## config.mk

```make
export PLATFORM = sky130hd
export DESIGN_NAME = rd_merge
export DESIGN_NICKNAME = d
export VERILOG_FILES = /design/src/hw/ddr_pkg.sv /design/src/hw/rd_merge.sv
export VERILOG_INCLUDE_DIRS = /design/src /design/src/include
export SDC_FILE = /design/constraint.sdc
export NUM_CORES = 1
export LEC_CHECK = 0
export BUFFER_PORTS_ARGS = -buffer_cell sky130_fd_sc_hd__clkbuf_2
export CAP_MARGIN = 20
export CORE_AREA = 5 5 248 250
export DETAILED_ROUTE_END_ITERATION = 7
export DIE_AREA = 0 0 253 255
export MAX_ROUTING_LAYER = met4
export PLACE_DENSITY = 0.69
export SYNTH_ARGS = -nofsm -noshare
export SYNTH_HDL_FRONTEND = slang
export SYNTH_SLANG_ARGS = --single-unit
```

## constraint.sdc

```tcl
create_clock -name ui_clk -period 2.2 [get_ports ui_clk]
set_clock_uncertainty 0.15 [all_clocks]
set_input_delay 0.44 -clock ui_clk [delete_from_list [all_inputs] [get_ports ui_clk]]
set_output_delay 0.44 -clock ui_clk [all_outputs]
set_load 0.1 [all_outputs]
```

## src/include/ddr_defs.svh

```systemverilog
/*
 * Geometry and timing constants for the DDR block port model.
 * Covers the bank count, the per-bank depth and the open-row read latencies.
 * Include this header in any file that sizes logic from these values.
 */
`ifndef DDR_DEFS_SVH
`define DDR_DEFS_SVH

// --------------------
// bank array
`define DDR_NUM_BANKS   4   // power of two only
`define DDR_BANK_SEL_W  2   // log2 of bank count

// beats per bank as an address width, 128 beats
// 4 banks x 128 beats / 2 beats per block = 256 blocks, aliasing above ram_addr[10]
`define DDR_BANK_AW     7
`define DDR_ROW_LSB     3   // lowest row bit of the local index, 8 beats per row

// --------------------
// read latency, request strobe to bank read valid
`define DDR_LAT_HIT     2   // open row
`define DDR_LAT_MISS    4   // row change or first read

`endif

```

## src/hw/ddr_pkg.sv

```systemverilog
/*
 * Shared types for the DDR block port: address and data widths,
 * the application-side request and read beat structs, and the
 * operation encoding used to spot new CPU requests.
 */
`default_nettype none

`include "ddr_defs.svh"

package ddr_pkg;

    typedef logic [29:0]  ram_addr_t;   // cpu word address in 4 byte units
    typedef logic [26:0]  app_addr_t;   // app side byte address
    typedef logic [127:0] beat_t;       // one app data beat
    typedef logic [255:0] block_t;      // one cpu block of two beats
    typedef logic [`DDR_BANK_SEL_W-1:0] bank_sel_t;  // app addr [5:4]

    // last completed operation
    typedef enum logic [1:0] {
        OP_READ  = 2'b00,
        OP_WRITE = 2'b01,
        OP_NOP   = 2'b11
    } ram_op_t;

    typedef struct packed {
        logic      write;   // high for a write
        app_addr_t addr;
        beat_t     wdata;
    } app_req_t;

    typedef struct packed {
        logic  hi;          // beat position within the block
        beat_t data;
    } rd_beat_t;

endpackage

`default_nettype wire

```

## src/hw/rd_merge.sv

```systemverilog
/*
 * Read beat merge. Collects strobed beats from all banks into one
 * registered stream, lowest bank first. Beats that lose a collision
 * wait in a per-bank holding register and go out in later cycles.
 */
`timescale 1ns/100ps
`default_nettype none

`include "ddr_defs.svh"

module rd_merge (
    input  logic                      ui_clk,
    input  logic                      rst,
    input  logic [`DDR_NUM_BANKS-1:0] bank_rd_valid,
    input  ddr_pkg::rd_beat_t         bank_rd [`DDR_NUM_BANKS],
    output logic                      rd_valid,
    output ddr_pkg::rd_beat_t         rd
);
    import ddr_pkg::*;

    logic [`DDR_NUM_BANKS-1:0] pend_v;                    // holding entry in use
    rd_beat_t                  pend      [`DDR_NUM_BANKS];
    logic [`DDR_NUM_BANKS-1:0] cand;                      // held or arriving
    rd_beat_t                  cand_beat [`DDR_NUM_BANKS];
    bank_sel_t                 pick;
    logic                      pick_v;

    // --------------------
    // a bank never has a held and a new beat together
    always_comb begin
        pick   = '0;
        pick_v = 1'b0;
        for (int i = `DDR_NUM_BANKS - 1; i >= 0; i--) begin
            cand[i]      = pend_v[i] || bank_rd_valid[i];
            cand_beat[i] = pend_v[i] ? pend[i] : bank_rd[i];
            if (cand[i]) begin
                pick   = bank_sel_t'(i);   // lowest bank wins
                pick_v = 1'b1;
            end
        end
    end

    always_ff @(posedge ui_clk) begin
        if (!rst) begin
            rd_valid <= 1'b0;
            pend_v   <= '0;
        end else begin
            rd_valid <= pick_v;
            for (int i = 0; i < `DDR_NUM_BANKS; i++) begin
                pend_v[i] <= cand[i] && !(pick_v && (pick == bank_sel_t'(i)));
            end
        end
    end

    always_ff @(posedge ui_clk) begin
        rd <= cand_beat[pick];
        for (int i = 0; i < `DDR_NUM_BANKS; i++) begin
            if (bank_rd_valid[i]) pend[i] <= bank_rd[i];
        end
    end

endmodule

`default_nettype wire

```

# Word-level counts from Yosys, hierarchy flattened
# Memories as Yosys holds them, arrays and structs flattened.
# Index checks and enable logic that the tools add are counted.
classes:
  n_eq_ne: 3
  bitwise_logic: 1
  reduce_logical: 17
  order_cmp: 1
  muxes: 23
op_table:
  columns: ["operator", "count"]
  rows:
  - ["$mux W129", 6]
  - ["$bmux W129 S2", 1]
  - ["$mux W1", 12]
  - ["$logic_and A1 B1 Y1", 8]
  - ["$mux W2", 4]
  - ["$eq A2 B2 Y1 const B", 2]
  - ["$logic_not A1 Y1", 4]
  - ["$logic_or A1 B1 Y1", 4]
  - ["$ge A3 B3 Y1 const B", 1]
  - ["$not A2 Y3", 1]
  - ["$eq A2 B1 Y1 const B", 1]
  - ["$logic_not A2 Y1", 1]
word_totals:
  regBits: 134
  memories: 1
  out_inout_bits: 130
  wordCells: 50
  mem_bits_rw: 516
  inputBits: 522
mem_list:
  columns: ["memory", "words", "word_bits", "read_ports", "rd_clocked_by_memory_dff", "write_ports", "line_no", "text"]
  rows:
  - ["pend", 4, 129, 4, 0, 4, "rd_merge.sv:22", "rd_beat_t pend [`DDR_NUM_BANKS];"]

# Depth between registers and ports, before layout
# Gate-level depths: netlist of run 1.
logic_depth:
  depth_word: 9
  depth_mapped: 7
  ltp_nobuf: 4

# Worst setup path before layout of run 1
# Ideal clock, no wire load.
synth_timing:
  kind: "register to register"
  startpoint: "register pend_v[3]"
  endpoint: "register rd[10] (netlist bit)"
  required_time_ps: 1922
  setup_time_ps: 128
  path_buffers: 2
  arrival_time_ps: 1476
  synth_period_minus_slack_ps: 1754
  path_stages_with_launch: 6
  setup_slack_ps: 446
  cell_sequence: "dfxtp_1 > buf_2 > clkbuf_1 > mux2_2 > a222oi_1 > o21ai_1"
synth_between:
  elab_chain_len: 9
  word_cells_on_any_way: 10
  cone_classes: "8 x mux; 1 x bitwise; 1 x reduce/logical"
synth_lines:
  columns: ["element", "line_no", "text"]
  rows:
  - ["start: declaration", "rd_merge.sv:21", "logic [`DDR_NUM_BANKS-1:0] pend_v;"]
  - ["start signal: indexed assignment", "rd_merge.sv:50", "pend_v[i] <= cand[i] && !(pick_v && (pick == bank_sel_t'(i)));"]
  - ["$logic_or A1 B1 Y1", "rd_merge.sv:34", "cand[i] = pend_v[i] || bank_rd_valid[i];"]
  - ["$mux W2 (4 in series)", "rd_merge.sv:36", "if (cand[i]) begin"]
  - ["$not A2 Y3 (implied by the code)", "rd_merge.sv:56", "rd <= cand_beat[pick];"]
  - ["$bmux W129 S2 (*)", "rd_merge.sv:56", null]
  - ["$mux W129 (implied by the code) (*) (2 in series)", "rd_merge.sv:56", null]
  - ["end signal: assignment", "rd_merge.sv:56", null]
  - ["end: declaration", "rd_merge.sv:17", "output ddr_pkg::rd_beat_t rd"]
# Mark *: on every way between the ends. The rest lies on a longest branch, timed or not. The select of a mux whose other input is x is not followed.
# A chain may end at the register's enable or synchronous reset.

# Final worst setup path of run 1
layout_timing:
  startpoint: "input port bank_rd_valid[2]"
  endpoint: "register rd[58] (netlist bit)"
layout_between:
  elab_chain_len: 8
layout_lines:
  columns: ["element", "line_no", "text"]
  rows:
  - ["start: declaration", "rd_merge.sv:14", "input logic [`DDR_NUM_BANKS-1:0] bank_rd_valid,"]
  - ["$logic_or A1 B1 Y1", "rd_merge.sv:34", null]
  - ["$mux W2 (3 in series)", "rd_merge.sv:36", null]
  - ["$not A2 Y3 (implied by the code)", "rd_merge.sv:56", null]
  - ["$bmux W129 S2", "rd_merge.sv:56", null]
  - ["$mux W129 (implied by the code) (2 in series)", "rd_merge.sv:56", null]
# No other way between the ends. The select of a mux whose other input is x is not followed.

==> results of run 1 <==
==> routing by layer <==
layer	track usage, %	wire [um]	share of wire [%]	vias to the layer above
li1	-	-	-	9672
met1	34.60	34970	36	10879
met2	49.26	48260	50	1552
met3	5.985	8854	9.2	278
met4	12.09	4043	4.2	0
met5	-	0	0	-
==> worst max path at each step <==
stage | start | end | slack [ps] | depth (start not counted)
3_5_place_dp | bank_rd_valid[2] | rd[4] | 30 | 5
5_1_grt | bank_rd_valid[2] | rd[58] | 6 | 7
2_1_floorplan | pend_v[3] | rd[10] | 450 | 5
6_report | bank_rd_valid[2] | rd[58] | 20 | 7
3_3_place_gp | bank_rd_valid[2] | rd[58] | 60 | 6
4_1_cts | rd[57] | rd[57] | 10 | 1
==> Yosys cell counts (2+ instances only) <==
master	instances	area [um2]
edfxtp_1	516	15490
nor2b_1	2	12.51
nor2_1	3	11.26
clkbuf_1	76	285.3
o21ai_0	136	680.7
buf_2	60	300.3
a22oi_1	128	960.9
buf_6	11	123.9
o21ai_1	120	600.6
a222oi_1	129	1291
buf_4	2	15.01
nand3_1	2	10.01
nand2_1	258	968.4
dfxtp_1	134	2683
nor3_1	2	10.01
buf_1	8	30.03
a31oi_1	2	12.51
mux2_1	10	112.6
mux2_2	246	2770
==> worst max-delay path: cells and delay by family <==
family                 cells  cell delay (ps)
AND/OR/NAND/NOR            1               70
buffers and inverters      3              910
AO/OA/AOI/OAI              3              950
==> what timing repair did <==
item,CTS,global route
hold buffers,518,0
resized for setup,0,1
endpoints found under the hold margin,636,0
setup endpoints to repair,0,40
==> cells by family (layout without fill, tap and decap cells) <==
group                  count (synthesis)  in the layout
AOI/OAI and AO/OA                    518            518
buffers and inverters                157           1347
DFF                                  650            650
muxes                                257            257
other                                  1             35
and+or+nand+nor                      273            273
==> through the flow <==
stage	instance area, um2	util [%]	power (W)	std cells	worst slack, ps
after floorplan	26460	-	0.01872	1856	445.8
after global placement	30700	52.21	0.02050	3176	60.43
after detailed placement	30700	52.21	0.02062	3176	28.74
after CTS	38220	65.00	0.03338	3819	12.27
after global routing	38290	65.13	0.03440	3847	6.359
final	38310	65.15	0.03342	3853	23.58
==> state kept, by name, summed over array words and instances, names as in the netlist <==
| signal | cells |
|---|---|
| pend | 516 |
| pend_v | 4 |
| rd | 129 |
| rd_valid | 1 |
==> power groups by stage <==
stage | Combinational (W) | Sequential, W | Clock [W]
6_report | 0.00653 | 0.0148 | 0.0121
5_1_grt | 0.00679 | 0.0149 | 0.0127
4_1_cts | 0.00642 | 0.0148 | 0.0122
3_5_place_dp | 0.00560 | 0.0150 | 0
3_3_place_gp | 0.00552 | 0.0150 | 0
2_1_floorplan | 0.00163 | 0.0171 | 0
==> cell type report <==
cell class / instances / area [um2] / share of cell area [%]
Multi-Input combinational cell: 1049 / 7561 / 19.74
Antenna cell: 34 / 85.08 / 0.2221
Sequential cell: 650 / 18190 / 47.49
Timing Repair Buffer: 1222 / 9170 / 23.94
Tap cell: 773 / 967.2 / 2.525
Clock buffer: 95 / 1947 / 5.082
Clock inverter: 30 / 384.1 / 1.003
==> summary.txt, run 1 <==
Global route
  – Vias in the first global route: 23,747
  – First-pass GRT wire length: 142,100 um
  – GRT Total Usage: 29.26%
  – Largest net degree at the start of global routing: 131
  – Initial antenna violation count: 28
  – Total gr overflow: 0

Die
  – Die height: 255 um
  – FP Rows: 89
  – Starting Density: 45.00%
  – Die extent in x: 253 um
  – DIE AREA: 0.06452 mm2
  – Core area: 0.05880 mm2
  – I/O pin total: 652

Route
  – Vias per inst: 5.809
  – Drt total wl: 96,130 um
  – Drt drc: 30
  – Vias: 22,381
  – DRT Pass-1 Iters: 8
  – Routed Antenna Nets: 0
  – Initial drt markers: 2,835
  – Avg WL per Cell: 24.95 um

Synthesis
  – Largest family of logic cells by synthesized area: compound AO/OA/AOI/OAI gates
  – Synth Area in Simple Gates: 3.986%
  – Seq cells post-synth: 650
  – Ys async rst share: 0%
  – Synth Area in XOR/XNOR: 0%
  – Yosys warning total: 0
  – Number of flops mapped to enable cells by yosys: 516
  – Netlist cell types: 30
  – Synth Area in Compound Gates: 13.50%
  – Syn Inst Count: 1,856
  – Post-synthesis mux area share: 10.95%
  – Adder-cell share of the synthesized area: 0%
  – Synthesized area per cell: 14.26 um2
  – Register area share after synthesis: 68.70%
  – Top_reg_cell synth: edfxtp_1
  – Post-synthesis cell area: 0.02646 mm2
  – Syn Nets: 2,378

Placed design
  – DP HPWL: 58,850 um
  – Port bufs: 651
  – GPL Wtd Cong: 0.9205

STA
  – Tcrit/Tclk final: 98.93%
  – F_max: 0.4595 GHz
  – Final setup viols: 0
  – Worst-Margin Slew: 934.2 ps
  – Setup TNS: 0 ps
  – Period minus WS final: 2176 ps
  – RSZ-0062 raised after global routing: false
  – Slew HR: 37.72%
  – Hold violation total from the final report: 0
  – Hold WS: 85.80 ps
  – Final Max Tran Viols: 0

Clocking
  – Clk slew on worst S/H paths: 60 ps
  – CTS tree: done
  – H-tree depth: 3
  – Clock Tree Root: clkbuf_16
  – Clk Latency, worst-skew pair: 610 ps
  – Postcts setup bufs: 0
  – # clock sinks: 650
  – Clock Tree Buf Depth: 3
  – Total CTS buffers: 69

Final layout
  – Highest-count cells in the layout ignoring fill and taps: 647 x clkbuf_2, 518 x dlygate4sd3_1, 516 x edfxtp_1
  – Area growth syn-to-layout: 44.77%
  – Layout cells sized above 1: 35.00%
  – Commonest non-fill, non-tap cell in the layout: clkbuf_2
  – # fillers: 4,068
  – Total Nets Final: 3,514

Worst setup path
  – CP max FO: 71
  – Crit-path slowest cell: dlygate4sd3_1
  – Slowest stage delay, CP: 550 ps
  – Worst setup EP type: flip-flop
  – R2r setup slk: 150 ps
  – Reg2reg path depth: 5
  – Reg2reg end: rd[58]
  – Critical Path RT: 2520 ps
  – CP Class: primary input to flip-flop
  – Arrival time worst endpoint: 2490 ps
  – Worst R2R Start: pend_v[2]
  – CP startpoint kind: primary input
  – Critical-path cell list: dlygate4sd3_1 -> buf_6 -> nor2_1 -> a311o_2 -> buf_12 -> a22oi_1 -> o21ai_1

Pwr
  – Lkg Pwr: 15.13 nW
  – Sw frac: 29.01%
  – Cell Int Power: 0.02373 W
  – Worst VDD drop: 939.5 uV
  – Logic pwr share: 19.5%
  – Psw: 0.009697 W
  – Clock power frac: 36.2%
  – Sequential share of power: 44.3%
  – Pwr dens: 872.5 mW/mm2

Run
  – Max-cap violations: 0

Outcome
  – Status: finished, violations left
  – Failing checks: design-rule violations

Hold path
  – Hold Startpoint: bank_rd_valid[0]
  – Worst Hold End: rd_valid
  – Hold Path Stages: 4
  – Worst min path class: primary input to flip-flop
Note: power is estimated with default switching activity, not from simulation.
==> run 2: changes to the inputs <==
--- a/config.mk
+++ b/config.mk
@@ -12,7 +12,7 @@
 export DETAILED_ROUTE_END_ITERATION = 7
 export DIE_AREA = 0 0 253 255
 export MAX_ROUTING_LAYER = met4
-export PLACE_DENSITY = 0.69
+export PLACE_DENSITY = 0.72
 export SYNTH_ARGS = -nofsm -noshare
 export SYNTH_HDL_FRONTEND = slang
 export SYNTH_SLANG_ARGS = --single-unit
==> constraint.sdc (replaced) <==
create_clock -name ui_clk -period 1.98 [get_ports ui_clk]
set_clock_uncertainty 0.15 [all_clocks]
set_input_delay 0.396 -clock ui_clk [delete_from_list [all_inputs] [get_ports ui_clk]]
set_output_delay 0.396 -clock ui_clk [all_outputs]
set_load 0.1 [all_outputs]
==> summary.txt, run 2 (synthesis gave the netlist of run 1 again) <==
Outcome
  – Status: finished, violations left
  – Failing checks: design-rule violations, negative setup slack

Route
  – Routed Antenna Nets: 0
  – Drt total wl: 101,800 um
  – Initial drt markers: 3,065
  – Vias per inst: 5.958
  – Vias: 23,363
  – Avg WL per Cell: 25.95 um
  – DRT Pass-1 Iters: 8
  – Drt drc: 22

Clocking
  – H-tree depth: 3
  – Total CTS buffers: 69
  – Clock Tree Root: clkbuf_16
  – Clk Latency, worst-skew pair: 600 ps
  – # clock sinks: 650
  – Clk slew on worst S/H paths: 60 ps
  – CTS tree: done
  – Clock Tree Buf Depth: 3

Global route
  – Initial antenna violation count: 28
  – Total gr overflow: 0
  – Vias in the first global route: 24,446
  – First-pass GRT wire length: 147,200 um
  – Largest net degree at the start of global routing: 101
  – GRT Total Usage: 30.48%

Final layout
  – Post-layout util: 66.47%
  – Fin area: 0.03908 mm2
  – Layout cells sized above 1: 36.61%
  – Area growth syn-to-layout: 47.69%
  – Biggest register: pend
  – Number of flip-flops under the largest register name: 516
  – Largest registers: pend: 516 flops, rd: 129 flops, pend_v: 4 flops
  – Commonest non-fill, non-tap cell in the layout: clkbuf_2
  – Highest-count cells in the layout ignoring fill and taps: 617 x clkbuf_2, 518 x dlygate4sd3_1, 516 x edfxtp_1
  – Total Nets Final: 3,581

STA
  – Worst-Margin Slew: 835.8 ps
  – Hold violation total from the final report: 0
  – Slew HR: 44.28%
  – Final Max Tran Viols: 0
  – RSZ-0062 raised after global routing: true
  – Final setup viols: 13
  – Setup TNS: -453.4 ps
  – Period minus WS final: 2061 ps
  – Worst setup margin: -80.90 ps
  – F_max: 0.4852 GHz
  – Tcrit/Tclk final: 104.1%

Pwr
  – Worst VDD drop: 997.4 uV
  – Pwr dens: 953.6 mW/mm2
  – Lkg Pwr: 15.54 nW
  – Sw frac: 29.77%
  – Final Total Pwr: 0.03727 W
  – Clock power frac: 35.3%
  – Sequential share of power: 44.2%
  – Logic pwr share: 20.5%
  – Cell Int Power: 0.02617 W
  – Psw: 0.01109 W

Worst setup path
  – Slowest stage delay, CP: 420 ps
  – CP Class: flip-flop to flip-flop
  – R2r setup slk: -80 ps
  – Critical-path cell list: buf_6 -> buf_16 -> mux2_2 -> a222oi_1 -> o21ai_1
  – CP startpoint kind: flip-flop
  – Top delay family on crit path: compound AO/OA/AOI/OAI gates
  – Worst setup EP type: flip-flop
  – Critical Path RT: 2280 ps
  – Arrival time worst endpoint: 2360 ps
  – Reg2reg path depth: 5
  – Reg2reg end: rd[51]
  – Worst R2R Start: pend_v[3]
  – WP buf/inv: 2
  – CP max FO: 21
  – Crit-path slowest cell: a222oi_1

Hold path
  – Hold Startpoint: bank_rd_valid[1]
  – Worst min path class: primary input to flip-flop
  – Hold Path Stages: 2
  – Worst Hold End: pend[1][33]

Die
  – Die height: 255 um
  – I/O pin total: 652
  – Core area: 0.05880 mm2
  – Starting Density: 45.00%
  – DIE AREA: 0.06452 mm2
  – FP Rows: 89
  – Die extent in x: 253 um

Placed design
  – DP HPWL: 61,050 um
  – GPL Wtd Cong: 0.9222
  – Post-Place Cell Area: 0.03123 mm2
  – Port bufs: 651

Run
  – Max-cap violations: 0
==> run 2: power groups by stage <==
stage	clock network (W)	logic, W	registers [W]
finish	0.0132	0.00764	0.0165
global route	0.0138	0.00792	0.0165
CTS	0.0131	0.00736	0.0164
detailed placement	0	0.00637	0.0167
global placement	0	0.00627	0.0166
floorplan	0	0.00181	0.0190
==> run 2: cell type report <==
class | instances | area [um2]
sequential | 650 | 18190
fill | 3867 | 19720
tap | 773 | 967.2
multi-input combinational | 1049 | 7606
timing repair buffer | 1289 | 9967
antenna | 37 | 92.59
clock inverter | 34 | 371.6
clock buffer | 89 | 1883
==> run 2: through the flow <==
stage,setup WS [ps],hold slack [ps],std cells
floorplan,225.8,344.9,1856
global placement,-283.8,376.3,3230
CTS,-87.76,71.07,3878
finish,-80.90,110.9,3921
detailed placement,-264.2,385.9,3230
global route,-140.1,97.80,3915
==> run 2: worst max-delay path by stage <==
| stage | from | to | slack (ps) | depth (start not counted) |
|---|---|---|---|---|
| after floorplan | pend_v[3] | rd[10] | 230 | 5 |
| after global placement | pend_v[3] | rd[120] | -280 | 5 |
| after detailed placement | pend_v[3] | rd[120] | -260 | 5 |
| after CTS | pend_v[3] | rd[26] | -90 | 5 |
| after global routing | pend_v[3] | rd[82] | -140 | 6 |
| final | pend_v[3] | rd[51] | -80 | 5 |
==> run 2: per-layer routing <==
layer  GRT usage, %  vias up  part of all wire [%]
li1               -     9819                     -
met1          35.43    11270                    35
met2          50.84     1845                    50
met3          5.894      429                    10
met4          15.52        0                   5.5
met5              -        -                     0
==> run 2: timing repair <==
action	CTS	global route
gates cloned	2	0
hold buffers	518	0
endpoints found under the hold margin	640	0
gates resized for setup	21	43
pin swaps	15	57
endpoints found under the setup margin	31	112
buffers inserted	5	6
