--- config.mk ---
export PLATFORM = sky130hd
export DESIGN_NAME = ddr_ctrl
export DESIGN_NICKNAME = d
export VERILOG_FILES = /design/src/hw/ddr_pkg.sv /design/src/hw/ddr_ctrl.sv
export VERILOG_INCLUDE_DIRS = /design/src /design/src/include
export SDC_FILE = /design/constraint.sdc
export NUM_CORES = 1
export LEC_CHECK = 0
export BUFFER_PORTS_ARGS = -buffer_cell sky130_fd_sc_hd__buf_2
export CAP_MARGIN = 40
export CORE_AREA = 5 5 323 325
export CTS_CLUSTER_SIZE = 28
export DETAILED_ROUTE_END_ITERATION = 7
export DIE_AREA = 0 0 328 330
export HOLD_SLACK_MARGIN = 0.02
export PLACE_DENSITY = 0.43
export SYNTH_ARGS = -nofsm -noshare
export SYNTH_HDL_FRONTEND = slang
export SYNTH_SLANG_ARGS = --single-unit
--- constraint.sdc ---
create_clock -name ui_clk -period 3.2 [get_ports ui_clk]
set_clock_uncertainty 0.1 [all_clocks]
set_input_delay 0.48 -clock ui_clk [delete_from_list [all_inputs] [get_ports ui_clk]]
set_output_delay 0.48 -clock ui_clk [all_outputs]
set_load 0.05 [all_outputs]
--- src/include/ddr_defs.svh ---
/*
 * Geometry and timing constants for the DDR block port model.
 * Covers the bank count, the per-bank depth and the open-row read latencies.
 * Include this header in any file that sizes logic from these values.
 */
`ifndef DDR_DEFS_SVH
`define DDR_DEFS_SVH

// --------------------
// bank array
`define DDR_NUM_BANKS   4   // power of two only
`define DDR_BANK_SEL_W  2   // log2 of bank count

// beats per bank as an address width, 128 beats
// 4 banks x 128 beats / 2 beats per block = 256 blocks, aliasing above ram_addr[10]
`define DDR_BANK_AW     7
`define DDR_ROW_LSB     3   // lowest row bit of the local index, 8 beats per row

// --------------------
// read latency, request strobe to bank read valid
`define DDR_LAT_HIT     2   // open row
`define DDR_LAT_MISS    4   // row change or first read

`endif

--- src/hw/ddr_pkg.sv ---
/*
 * Shared types for the DDR block port: address and data widths,
 * the application-side request and read beat structs, and the
 * operation encoding used to spot new CPU requests.
 */
`default_nettype none

`include "ddr_defs.svh"

package ddr_pkg;

    typedef logic [29:0]  ram_addr_t;   // cpu word address in 4 byte units
    typedef logic [26:0]  app_addr_t;   // app side byte address
    typedef logic [127:0] beat_t;       // one app data beat
    typedef logic [255:0] block_t;      // one cpu block of two beats
    typedef logic [`DDR_BANK_SEL_W-1:0] bank_sel_t;  // app addr [5:4]

    // last completed operation
    typedef enum logic [1:0] {
        OP_READ  = 2'b00,
        OP_WRITE = 2'b01,
        OP_NOP   = 2'b11
    } ram_op_t;

    typedef struct packed {
        logic      write;   // high for a write
        app_addr_t addr;
        beat_t     wdata;
    } app_req_t;

    typedef struct packed {
        logic  hi;          // beat position within the block
        beat_t data;
    } rd_beat_t;

endpackage

`default_nettype wire

--- src/hw/ddr_ctrl.sv ---
/*
 * CPU side block request adapter. A level request (ram_en, ram_write,
 * word address) is split into two 128-bit beat commands, lo then hi.
 * Read beats come back tagged and are merged into block_out.
 * ram_rdy rises once the held request matches the last completed one.
 */
`timescale 1ns/100ps
`default_nettype none

module ddr_ctrl (
    input  logic               ui_clk,
    input  logic               rst,          // sync, active low
    input  logic               ram_en,       // level, held until ram_rdy
    input  logic               ram_write,
    input  ddr_pkg::ram_addr_t ram_addr,     // 4 byte aligned
    input  ddr_pkg::block_t    data_to_ram,
    output logic               ram_rdy,
    output ddr_pkg::block_t    block_out,
    output logic               app_en,
    output ddr_pkg::app_req_t  app_req,
    input  logic               rd_valid,
    input  ddr_pkg::rd_beat_t  rd
);
    import ddr_pkg::*;

    typedef enum logic [1:0] {
        ST_IDLE,
        ST_LO,      // lo beat on the app side
        ST_HI,      // hi beat on the app side
        ST_WAIT     // read only, collecting beats
    } ctrl_state_t;

    ctrl_state_t state;
    ram_addr_t   last_addr;    // last completed request
    ram_op_t     last_op;
    ram_op_t     cur_op;
    logic        is_new;
    logic        hi_sel;
    logic        beat_seen;    // first read beat already back

    // --------------------
    // request decode
    assign cur_op = ram_write ? OP_WRITE : OP_READ;
    // block address only, word bits [2:0] ignored
    assign is_new = ram_en &&
                    ((ram_addr[29:3] != last_addr[29:3]) || (cur_op != last_op));
    assign ram_rdy = !is_new && (state == ST_IDLE);

    // --------------------
    // beat commands
    assign hi_sel = (state == ST_HI);
    assign app_en = (state == ST_LO) || (state == ST_HI);
    assign app_req.write = ram_write;
    assign app_req.addr  = {ram_addr[24:3], hi_sel, 4'b0000};  // top 5 bits dropped
    assign app_req.wdata = hi_sel ? data_to_ram[255:128] : data_to_ram[127:0];

    always_ff @(posedge ui_clk) begin
        if (!rst) begin
            state     <= ST_IDLE;
            last_addr <= '1;
            last_op   <= OP_NOP;      // any enabled request counts as new
            beat_seen <= 1'b0;
        end else begin
            case (state)
                ST_IDLE: begin
                    if (is_new) state <= ST_LO;
                end
                ST_LO: state <= ST_HI;
                ST_HI: begin
                    if (ram_write) begin
                        // write done once the hi beat is out
                        last_addr <= ram_addr;
                        last_op   <= cur_op;
                        state     <= ST_IDLE;
                    end else begin
                        state <= ST_WAIT;
                    end
                end
                ST_WAIT: begin
                    if (rd_valid) begin
                        if (beat_seen) begin
                            // second beat in, block complete
                            last_addr <= ram_addr;
                            last_op   <= cur_op;
                            beat_seen <= 1'b0;
                            state     <= ST_IDLE;
                        end else begin
                            beat_seen <= 1'b1;
                        end
                    end
                end
                default: state <= ST_IDLE;
            endcase
        end
    end

    // --------------------
    // read block assembly, halves placed by tag
    always_ff @(posedge ui_clk) begin
        if (!rst) begin
            block_out <= '0;
        end else if (rd_valid) begin
            if (rd.hi) block_out[255:128] <= rd.data;
            else       block_out[127:0]   <= rd.data;
        end
    end

endmodule

`default_nettype wire

Word-level counts from Yosys, hierarchy flattened
Index checks and enable logic that the tools add are counted.
Cells by class
  equal/unequal tests: 9
  muxes and demuxes: 16
  bitwise logic cells: 1
  reductions and logical operators: 12
Operators by type and width (count)
  128-bit two-way mux: 1
  30-bit two-way mux: 3
  30-bit case mux with 2 select lines: 1
  27-bit inequality test: 1
  2-bit two-way mux: 7
  2-bit inequality test (second input constant): 4
  2-bit case mux with 4 select lines: 1
  2-bit AND reduction: 3
  2-bit equality test (second input constant): 2
  2-bit case mux with 2 select lines: 1
  4-bit AND reduction: 1
  3-bit AND reduction: 1
  2-bit by 1-bit equality test with 1-bit output (second input constant): 1
  1-bit logical AND: 2
  2-bit logical NOT: 1
  1-bit logical OR: 2
  1-bit two-way mux: 2
  1-bit by 2-bit inequality test with 1-bit output: 1
  2-bit nonzero test: 1
  1-bit logical NOT: 1
  1-bit inverter: 1
Storage, ports and cells
  register bits: 291
  output and inout bits: 414
  logic and storage cells: 44

Logic depth before layout (Yosys ltp)
Gate-level depths: netlist (run 1).
  depth in word-level cells: 6
  gate-level depth with buffers: 8
  gate-level depth less buffers: 8

Worst setup path before layout (run 1)
OpenSTA, ideal clock, no wires.
  path kind: reg-to-output
  start point: register state[0]
  end point: output port app_req[100] (netlist name)
  arrival time: 1.575 ns
  required time: 2.620 ns
  path slack: 1.045 ns
  cell stages (with the launch flop): 6
  path buffers: 2
  cells stage by stage: dfxtp_1 -> inv_1 -> ha_1 -> clkbuf_1 -> buf_2 -> mux2_2
RTL lines
  from (decl): line ddr_ctrl.sv:33  | ctrl_state_t state;
  from (signal assigned): line ddr_ctrl.sv:59  | state <= ST_IDLE;
  from (signal assigned): line ddr_ctrl.sv:66  | if (is_new) state <= ST_LO;
  from (signal assigned): line ddr_ctrl.sv:68  | ST_LO: state <= ST_HI;
  to (decl): line ddr_ctrl.sv:20  | output ddr_pkg::app_req_t app_req,

Worst setup path after layout (run 1)
  start point: input port ram_addr[13]
  end point: output port ram_rdy
On the way
  cells in the longest elaborated chain, start to end: 5
RTL lines
  from (decl): line ddr_ctrl.sv:15  | input ddr_pkg::ram_addr_t ram_addr,
  27-bit inequality test: line ddr_ctrl.sv:46  | ((ram_addr[29:3] != last_addr[29:3]) || (cur_op != last_op));
  1-bit logical OR: line ddr_ctrl.sv:46
  1-bit logical AND: line ddr_ctrl.sv:45  | assign is_new = ram_en &&
  1-bit logical NOT: line ddr_ctrl.sv:47  | assign ram_rdy = !is_new && (state == ST_IDLE);
  1-bit logical AND: line ddr_ctrl.sv:47
  to (decl): line ddr_ctrl.sv:17  | output logic ram_rdy,
Every way passes these cells.

==> metrics, run 1 <==
Worst Max-Slew Pin Slew=0.8124 ns; unrepaired setup endpoints after global routing=false; Total Routing Usage GR=15.55%; Comb power frac=30.3%; core footprint=101200 um2; xor/xnor share of the synthesized area=2.022%; Sequential Power Share=33.0%; Area growth syn-to-layout=62.29%; Max-Cap Viols=0; Vias/cell=3.628; R2R cell count=8; Starting Density=12.42%; syn_area_per_cell=8.551 um2; Finished Core Util=20.15%; final net count=2745; Non-Filler Instances=3734; Post-Place Cells=3555; Post-DP HPWL=74290 um; CTS tree=done; Main synth FF type=dfxtp_1; Synth Area in Compound Gates=15.83%; status=completed; Rows=117; Placed Instance Area=18140 um2; chip width=328 um; DR pass1 iterations=5; largest family of logic cells by synthesized area=simple AND/OR/NAND/NOR gates; Gate Count Post-Synth=1469; Clock Path Buffers=3; Clock power frac=36.7%; fin area=20390 um2; WHS Endpoint=block_out[59]$_SDFFE_PN0P_; FF+latch area=5766 um2; multiplexer area fraction after synthesis=11.47%; via count=13550; I/O Buffers=826; Die Y=330 um; maximum clock frequency=337.5 MHz; power density over the cells=586.8 nW/um2; Worst setup SP type=primary input; number of global-route vias before repair=13570; area share of fa/ha/maj cells after synthesis=0.3984%; Final Max Tran Viols=0; total power=11.96 mW; Die ar.=108200 um2; Placer Congestion=0.9003; clk sinks=288; Fillers=11540; synth unique cells=31; synthesized area=12560 um2; worst hold stages=3; reg2reg end=last_addr[20]$_SDFFE_PN1P_; synth warn=0; layout cells sized above 1=44.73%; IO Count=834; first-pass GRT wire length=115900 um; initial antenna violation count=73; EDFF count, synth=0; worst min path class=in2reg; initial drt markers=600; Multi-input gate area=6172 um2; worst hold start=rd[59]; Post-Route WL=88850 um; Resized cells post-CTS=0; CTS buffer count=38; Max-slew headroom=45.84%; H-tree depth=2; Simple-Gate Fraction of Synth Area=18.96%; data arrival time of the worst path=2.38 ns; Pint=7.510 mW; setup TNS=0 ns; CP required=2.62 ns; Reg clk slew, reported paths=0.05 ns; clk_lat worst skew=0.58 ns; setup violators final=0; final antenna-violating net count=0; VDD IR max=0.0003158 V; Reg-to-Reg Start=state[0]$_SDFFE_PN0P_; DRC=0; Switching Fraction=37.22%; Crit Path Class=in2out; Seq cells post-synth=288; count of final hold-check violations=0; Seq/Total Area, Yosys=45.90%; flop-to-flop setup slack=1.23 ns; WL/cell=23.79 um; asr flop ratio synth=0%; min cycle time layout=2.963 ns; leak pwr=9.156 nW; crit path max fanout=3; GRT Residual Overflow=0; largest net degree at the start of global routing=113; CTS Root Cell=clkbuf_16; Worst setup EP type=output pin; net switching power=4.454 mW; final worst path period share=92.58%
==> per-stage QoR <==
step / hold WS (ns) / setup slack [ns]
floorplan: 0.3232 / 1.045
global route: 0.04137 / 0.1553
detailed placement: 0.3418 / 0.6464
CTS: 0.02004 / 0.2035
finish: 0.07335 / 0.2374
global placement: 0.3373 / 0.6585
==> power by group through the flow <==
stage | logic, mW | clock network, mW | registers, mW
after floorplan | 1.84 | 0 | 4.52
after global placement | 3.57 | 0 | 4.02
after detailed placement | 3.57 | 0 | 4.02
after CTS | 3.69 | 4.59 | 3.95
after global routing | 3.84 | 4.69 | 3.97
final | 3.63 | 4.39 | 3.95
==> what timing repair did <==
item	in CTS	in global routing
hold endpoints to repair	116	0
hold buffers	91	0
endpoints found under the setup margin	4	0
setup buffers	3	0
==> critical path, cell delays in order <==
cell           delay (ns)
dlygate4sd3_1        0.54
buf_2                0.14
xor2_1               0.14
nor4_1               0.36
nand4_1              0.20
o22ai_2              0.20
buf_2                0.32
==> logic make-up (layout without fill, tap and decap cells) <==
kind of cell / count (synthesis) / after routing
simple gates: 615 / 615
flops: 288 / 288
compound gates: 264 / 264
buf+inv: 140 / 1013
mux: 128 / 128
xor+xnor: 29 / 29
fa+ha+maj: 4 / 4
other cells: 1 / 25
==> synthesized netlist by cell type, types with 4 or more instances <==
cell      instances  area share (%)
nand2_1         571              17
nand3_1          27             1.1
nor4_1            6            0.30
dfxtp_1         288              46
buf_4            28             1.7
mux2_2          128              11
a21boi_0        166             9.9
buf_2            37             1.5
inv_1             4            0.12
a21boi_1         91             5.4
buf_1             8            0.24
xor2_1           28             2.0
clkbuf_1         63             1.9
ha_1              4            0.40
==> registers in the layout, indices dropped and copies added (netlist names) <==
name and flops:
state 2, last_op 2, beat_seen 1, block_out 256, last_addr 27
==> area by class of cell <==
class	instances	area share, %
clock inverters	13	0.7487
inverters	4	0.07365
multi-input cells	1044	30.27
well taps	1368	8.396
flip-flops and latches	288	28.28
clock buffers	51	5.352
repair buffers	945	26.62
diodes	21	0.2578
==> per-layer routing <==
layer / vias up / part of all wire, % / GRT usage [%]
li1: 6499 / - / -
met1: 6210 / 33 / 15.26
met2: 654 / 52 / 29.28
met3: 179 / 9.8 / 6.013
met4: 6 / 4.4 / 6.355
met5: - / 0.046 / 0
==> worst max path at each step <==
stage	cells past startpoint	slack, ns	startpoint	endpoint
2_1_floorplan	5	1.05	state[0]$_SDFFE_PN0P_	app_req[100]
3_3_place_gp	5	0.66	state[0]$_SDFFE_PN0P_	app_req[89]
3_5_place_dp	5	0.65	state[0]$_SDFFE_PN0P_	app_req[89]
4_1_cts	6	0.20	state[0]$_SDFFE_PN0P_	app_req[123]
5_1_grt	7	0.16	ram_addr[14]	ram_rdy
6_report	7	0.24	ram_addr[13]	ram_rdy
==> placed cells by master, fill, tap and decap left out, types with 3 or more instances in the layout <==
| cell type | instances |
|---|---|
| inv_1 | 4 |
| bufinv_16 | 3 |
| clkinv_2 | 6 |
| buf_4 | 15 |
| xor2_1 | 28 |
| dlygate4sd3_1 | 91 |
| buf_2 | 825 |
| buf_12 | 13 |
| clkbuf_16 | 39 |
| clkbuf_8 | 8 |
| diode_2 | 21 |
| mux2_2 | 128 |
| conb_1 | 4 |
| nand2_1 | 570 |
| nand3_1 | 27 |
| nor4_1 | 6 |
| a21boi_0 | 166 |
| ha_1 | 3 |
| a21boi_1 | 91 |
| clkbuf_1 | 5 |
| dfxtp_1 | 288 |
(Power assumes the default switching activity.)
==> run 2: changes to the inputs <==
--- a/config.mk
+++ b/config.mk
@@ -6,14 +6,14 @@
 export SDC_FILE = /design/constraint.sdc
 export NUM_CORES = 1
 export LEC_CHECK = 0
-export BUFFER_PORTS_ARGS = -buffer_cell sky130_fd_sc_hd__buf_2
 export CAP_MARGIN = 40
-export CORE_AREA = 5 5 323 325
+export CORE_AREA = 5 5 317 319
 export CTS_CLUSTER_SIZE = 28
 export DETAILED_ROUTE_END_ITERATION = 7
-export DIE_AREA = 0 0 328 330
+export DIE_AREA = 0 0 322 324
+export DONT_BUFFER_PORTS = 1
 export HOLD_SLACK_MARGIN = 0.02
-export PLACE_DENSITY = 0.43
+export PLACE_DENSITY = 0.36
 export SYNTH_ARGS = -nofsm -noshare
 export SYNTH_HDL_FRONTEND = slang
 export SYNTH_SLANG_ARGS = --single-unit
==> run 2 against run 1 <==
Clock-buffer cell count rose by 3. Non-clock buffer count fell by 748. Setup slack worse by 0.0038 ns. Power decreased by 4.1%. Flip-flop and latch count did not move. Combinational power fell by 31%. Die area fell by 3.6%. First-iteration DRC count shrank 9.5%. Sequential power up 14%.
==> metrics, run 2 (synthesized netlist as in run 1, its figures left out) <==
status=completed; Total Routing Usage GR=15.60% (+0.048 points); worst min path class=in2reg; H-tree depth=2 (unchanged); setup violators final=0 (unchanged); min cycle time layout=2.966 ns (+0.003831 ns); Fillers=10920 (-5.4%); Worst setup SP type=flip-flop; commonest non-fill, non-tap cell in the layout=nand2_1; clk sinks=288 (unchanged); largest net degree at the start of global routing=199 (+76%); Max-Cap Viols=0 (unchanged); data arrival time of the worst path=2.39 ns (about the same); Final Max Tran Viols=0 (unchanged); Worst setup EP type=output pin; Rows=115 (-1.7%); CTS tree=done; # hold bufs at CTS=176 (+93%); CTS Root Cell=clkbuf_16; Finished Core Util=17.46% (-2.7 points); DR pass1 iterations=5 (unchanged); GRT Residual Overflow=0 (unchanged); unrepaired setup endpoints after global routing=false; Clock Path Buffers=3 (unchanged); Placed Instance Area=13830 um2 (-24%); Crit Path Class=reg2out; final antenna-violating net count=0 (unchanged); FF+latch area=5766 um2 (unchanged); fin area=17030 um2 (-16%); Post-Route WL=87080 um (-2.0%); final net count=1997 (-27%); CTS buffer count=38 (unchanged); I/O Buffers=0 (-100%); setup repair bufs after CTS=0 (-3); WL/cell=29.84 um (+25%); clk_lat worst skew=0.56 ns (-0.02 ns); CP required=2.62 ns (about the same); power density over the cells=673.9 nW/um2 (+15%); final worst path period share=92.70% (+0.12 points); leak pwr=5.942 nW (-35%); core footprint=97560 um2 (-3.6%); number of flip-flops in the largest register=256 (unchanged); Post-DP HPWL=68970 um (-7.2%); maximum clock frequency=337.1 MHz (-0.13%); Placer Congestion=0.8865 (-1.5%); Starting Density=12.88% (+0.46 points); top flop regs=block_out: 256 flops, last_addr: 27 flops; Biggest register=block_out; Reg clk slew, reported paths=0.05 ns (about the same); setup TNS=0 ns (unchanged); first-pass GRT wire length=108800 um (-6.1%); Area growth syn-to-layout=35.58%; VDD IR max=0.0003008 V (-4.8%); Worst Hold Slack=0.08423 ns (+0.01089 ns); via count=11250 (-17%); total power=11.48 mW (-4.1%); initial drt markers=543 (-9.5%); Vias/cell=3.856 (+6.3%); Resized cells post-CTS=0 (unchanged); Worst Max-Slew Pin Slew=0.8411 ns (+0.02870 ns); IO Count=834 (unchanged); initial antenna violation count=93 (+27%); layout cells sized above 1=13.80% (-31 points); Die ar.=104300 um2 (-3.6%); chip width=322 um (-1.8%); number of global-route vias before repair=11060 (-19%); Max-slew headroom=43.92% (-1.9 points); crit path max fanout=44 (+41); commonest non-fill, non-tap cells in the layout=nand2_1 (570), dfxtp_1 (288), dlygate4sd3_1 (173); Multi-input gate area=6172 um2 (unchanged); DRC=0 (unchanged); count of final hold-check violations=0 (unchanged); Die Y=324 um (-1.8%)
==> run 2: changes by cell type in the layout (fill, tap and decap cells not counted), sizes merged <==
cell / change
buf: -829
dlygate4sd3: +82
diode: +8
clkbuf: +2
clkinv: +1
inv: +1
==> run 2: metrics by stage <==
step	cells	worst slack, ns
floorplan	1472	1.045
global route	2913	0.1380
global placement	2640	0.8395
finish	2918	0.2336
CTS	2886	0.1345
detailed placement	2641	0.7901
==> run 2: report_power, final <==
part	internal (mW)	switching [mW]	leakage, nW	total, mW
Sequential	3.82	0.695	2.36	4.52
Combinational	0.715	1.78	2.96	2.49
Clock	2.66	1.81	0.630	4.47
Total	7.20	4.28	5.94	11.5
==> run 2: metal layers <==
metal / vias to the layer above / wire length, um / track usage (%)
li1: 5016 / - / -
met1: 5290 / 24540 / 12.86
met2: 720 / 46550 / 29.56
met3: 222 / 11240 / 8.903
met4: 4 / 4731 / 7.706
met5: - / 23 / 0
==> run 2: final cells by class <==
cell class	count	area share, %
diodes	29	0.4261
clock buffers	54	6.472
clock inverters	15	1.065
inverters	4	0.08816
multi-input cells	1044	36.24
flip-flops and latches	288	33.85
well taps	1287	9.455
repair buffers	197	12.40
==> run 2: worst paths after layout <==
kind	slack, ns	cells after the start	from	to
min reg2reg	0.35	2	last_op[1]$_SDFFE_PN1P_	last_op[1]$_SDFFE_PN1P_
max reg2reg	1.10	6	state[0]$_SDFFE_PN0P_	last_addr[21]$_SDFFE_PN1P_
max	0.23	4	state[0]$_SDFFE_PN0P_	app_req[11]
min	0.08	2	rd[5]	block_out[5]$_SDFFE_PN0P_
==> run 2: worst max-delay path, cell delays in order (launching register included) <==
cell and delay, ns:
dfxtp_1 0.34, inv_1 0.15, ha_4 0.40, buf_12 0.29, mux2_2 0.56
==> run 3: changes to the inputs <==
--- a/config.mk
+++ b/config.mk
@@ -14,6 +14,7 @@
 export DONT_BUFFER_PORTS = 1
 export HOLD_SLACK_MARGIN = 0.02
 export PLACE_DENSITY = 0.36
+export RECOVER_POWER = 100
 export SYNTH_ARGS = -nofsm -noshare
 export SYNTH_HDL_FRONTEND = slang
 export SYNTH_SLANG_ARGS = --single-unit
==> run 3 against run 2 <==
The run now ends with capacitance limit, slew limit left. Global-route usage did not move. Design area barely moved. Combinational power fell by 2%. Sequential share of layout area barely moved. Routed wire length rose by 0.15%. First-iteration DRC count fell by 7.9%. Critical endpoint is now app_req[27].
==> metrics, run 3 (synthesized netlist as in run 1, its figures left out) <==
Reg clk slew, reported paths=0.05 ns (about the same); clk_lat worst skew=0.56 ns (about the same); Post-Route WL=87210 um (+0.15%); WL/cell=29.54 um (-1.0%); Final Max Tran Viols=51 (+51); Clock Path Buffers=3 (unchanged); top flop regs=block_out: 256 flops, last_addr: 27 flops; leak pwr=5.870 nW (-1.2%); DR pass1 iterations=5 (unchanged); Fillers=10930 (+0.11%); Worst setup EP type=output pin; first-pass GRT wire length=108800 um (unchanged); final net count=1997 (unchanged); final worst setup slack=0.1832 ns (-0.05041 ns); final worst path period share=94.28% (+1.6 points); Worst setup SP type=flip-flop; VDD IR max=0.0002969 V (-1.3%); Worst Max-Slew Pin Slew=2.194 ns (+1.352 ns); clk sinks=288 (unchanged); Biggest register=block_out; commonest non-fill, non-tap cell in the layout=nand2_1; number of global-route vias before repair=11060 (unchanged); pre-CTS setup slack=0.7901 ns (unchanged); Area growth syn-to-layout=35.54% (about the same); Max-Cap Viols=2 (+2); number of flip-flops in the largest register=256 (unchanged); commonest non-fill, non-tap cells in the layout=nand2_1 (571), dfxtp_1 (288), a21boi_0 (254); CTS buffer count=38 (unchanged); Post-DP HPWL=68970 um (unchanged); power density over the cells=670.1 nW/um2 (-0.57%); Rows=115 (unchanged); largest net degree at the start of global routing=199 (unchanged); DRC=0 (unchanged); crit path max fanout=44 (unchanged); Slowest cell on crit path=mux2_1; setup TNS=0 ns (unchanged); IO Count=834 (unchanged); final antenna-violating net count=0 (unchanged); unrepaired setup endpoints after global routing=false; CTS tree=done; I/O Buffers=0 (unchanged); initial drt markers=500 (-7.9%); H-tree depth=2 (unchanged); Total Routing Usage GR=15.60% (unchanged); Die Y=324 um (unchanged); GRT Residual Overflow=0 (unchanged); Die ar.=104300 um2 (unchanged); failing checks=capacitance limit, slew limit; CTS Root Cell=clkbuf_16; Vias/cell=3.847 (-0.25%); chip width=322 um (unchanged); core footprint=97560 um2 (unchanged); Starting Density=12.88% (unchanged); CP required=2.62 ns (about the same); CP max stage delay=0.64 ns (+0.08 ns); layout cells sized above 1=8.115% (-5.7 points); total power=11.41 mW (-0.60%); maximum clock frequency=331.5 MHz (-1.7%); Max-slew headroom=-46.24% (-90 points); critical path, cell by cell=inv_1 > ha_4 > buf_12 > mux2_1; status=finished with violations; Crit Path Class=reg2out; setup violators final=0 (unchanged); worst min path class=in2reg; via count=11360 (+0.92%); Placer Congestion=0.8865 (unchanged); min cycle time layout=3.017 ns (+0.05041 ns); data arrival time of the worst path=2.44 ns (+0.05 ns); initial antenna violation count=101 (+8.6%); count of final hold-check violations=0 (unchanged)
==> run 3: cell types whose count changed in the layout (fill, tap and decap cells not counted), moves of 3 or more <==
cell,previous run,this run
buf_4,7,4
a21boi_0,166,254
mux2_2,128,45
buf_8,4,1
a21boi_1,91,3
clkbuf_1,8,13
mux2_1,0,83
diode_2,29,63
==> run 3: per-stage QoR <==
step	utilization, %	std cells	area [um2]	hold slack (ns)
final	17.45	2952	17030	0.08276
after global routing	17.39	2928	16970	0.05822
after CTS	17.34	2886	16910	0.02790
after detailed placement	14.18	2641	13830	0.3374
after global placement	14.16	2640	13820	0.3378
after floorplan	-	1472	12570	0.3232
==> run 3: cell type report <==
class | instances | area [um2] | share of cell area [%]
Antenna cell | 63 | 157.7 | 0.9259
Clock buffer | 54 | 1102 | 6.474
Clock inverter | 15 | 181.4 | 1.066
Inverter | 4 | 15.01 | 0.08818
Multi-Input combinational cell | 1044 | 6153 | 36.14
Sequential cell | 288 | 5766 | 33.86
Tap cell | 1287 | 1610 | 9.458
Timing Repair Buffer | 197 | 2041 | 11.99
==> run 3: path summary, 6_finish.rpt <==
check                                from                          end  slack, ns  cells after the start
setup / recovery    state[0]$_SDFFE_PN0P_                  app_req[27]       0.18                      4
hold / removal                     rd[27]  block_out[155]$_SDFFE_PN0P_       0.08                      2
hold reg to reg   last_op[1]$_SDFFE_PN1P_      last_op[1]$_SDFFE_PN1P_       0.35                      2
setup reg to reg    state[0]$_SDFFE_PN0P_   last_addr[21]$_SDFFE_PN1P_       0.24                      6
==> run 3: what timing repair did <==
item,4_1_cts,5_1_grt
endpoints found under the hold margin,281,0
gates resized for setup,0,0
hold buffers,176,0
setup buffers,0,0
==> run 3: where the power goes <==
part	internal, mW	total (mW)	switching (mW)
clock	2.66	4.47	1.81
sequential	3.82	4.52	0.694
combinational	0.651	2.43	1.78
==> run 3: critical path, delay by kind of cell (launching register included) <==
kind,cells,cell delay [ns]
flip-flops,1,0.34
adder cells (fa/ha/maj),1,0.39
multiplexers,1,0.64
buffers and inverters,2,0.44
==> run 3: per-layer routing <==
metal	vias up	part of all wire (%)	GRT usage, %
li1	5054	-	-
met1	5346	28	12.86
met2	732	53	29.56
met3	223	13	8.903
met4	0	5.8	7.706
met5	-	0	0
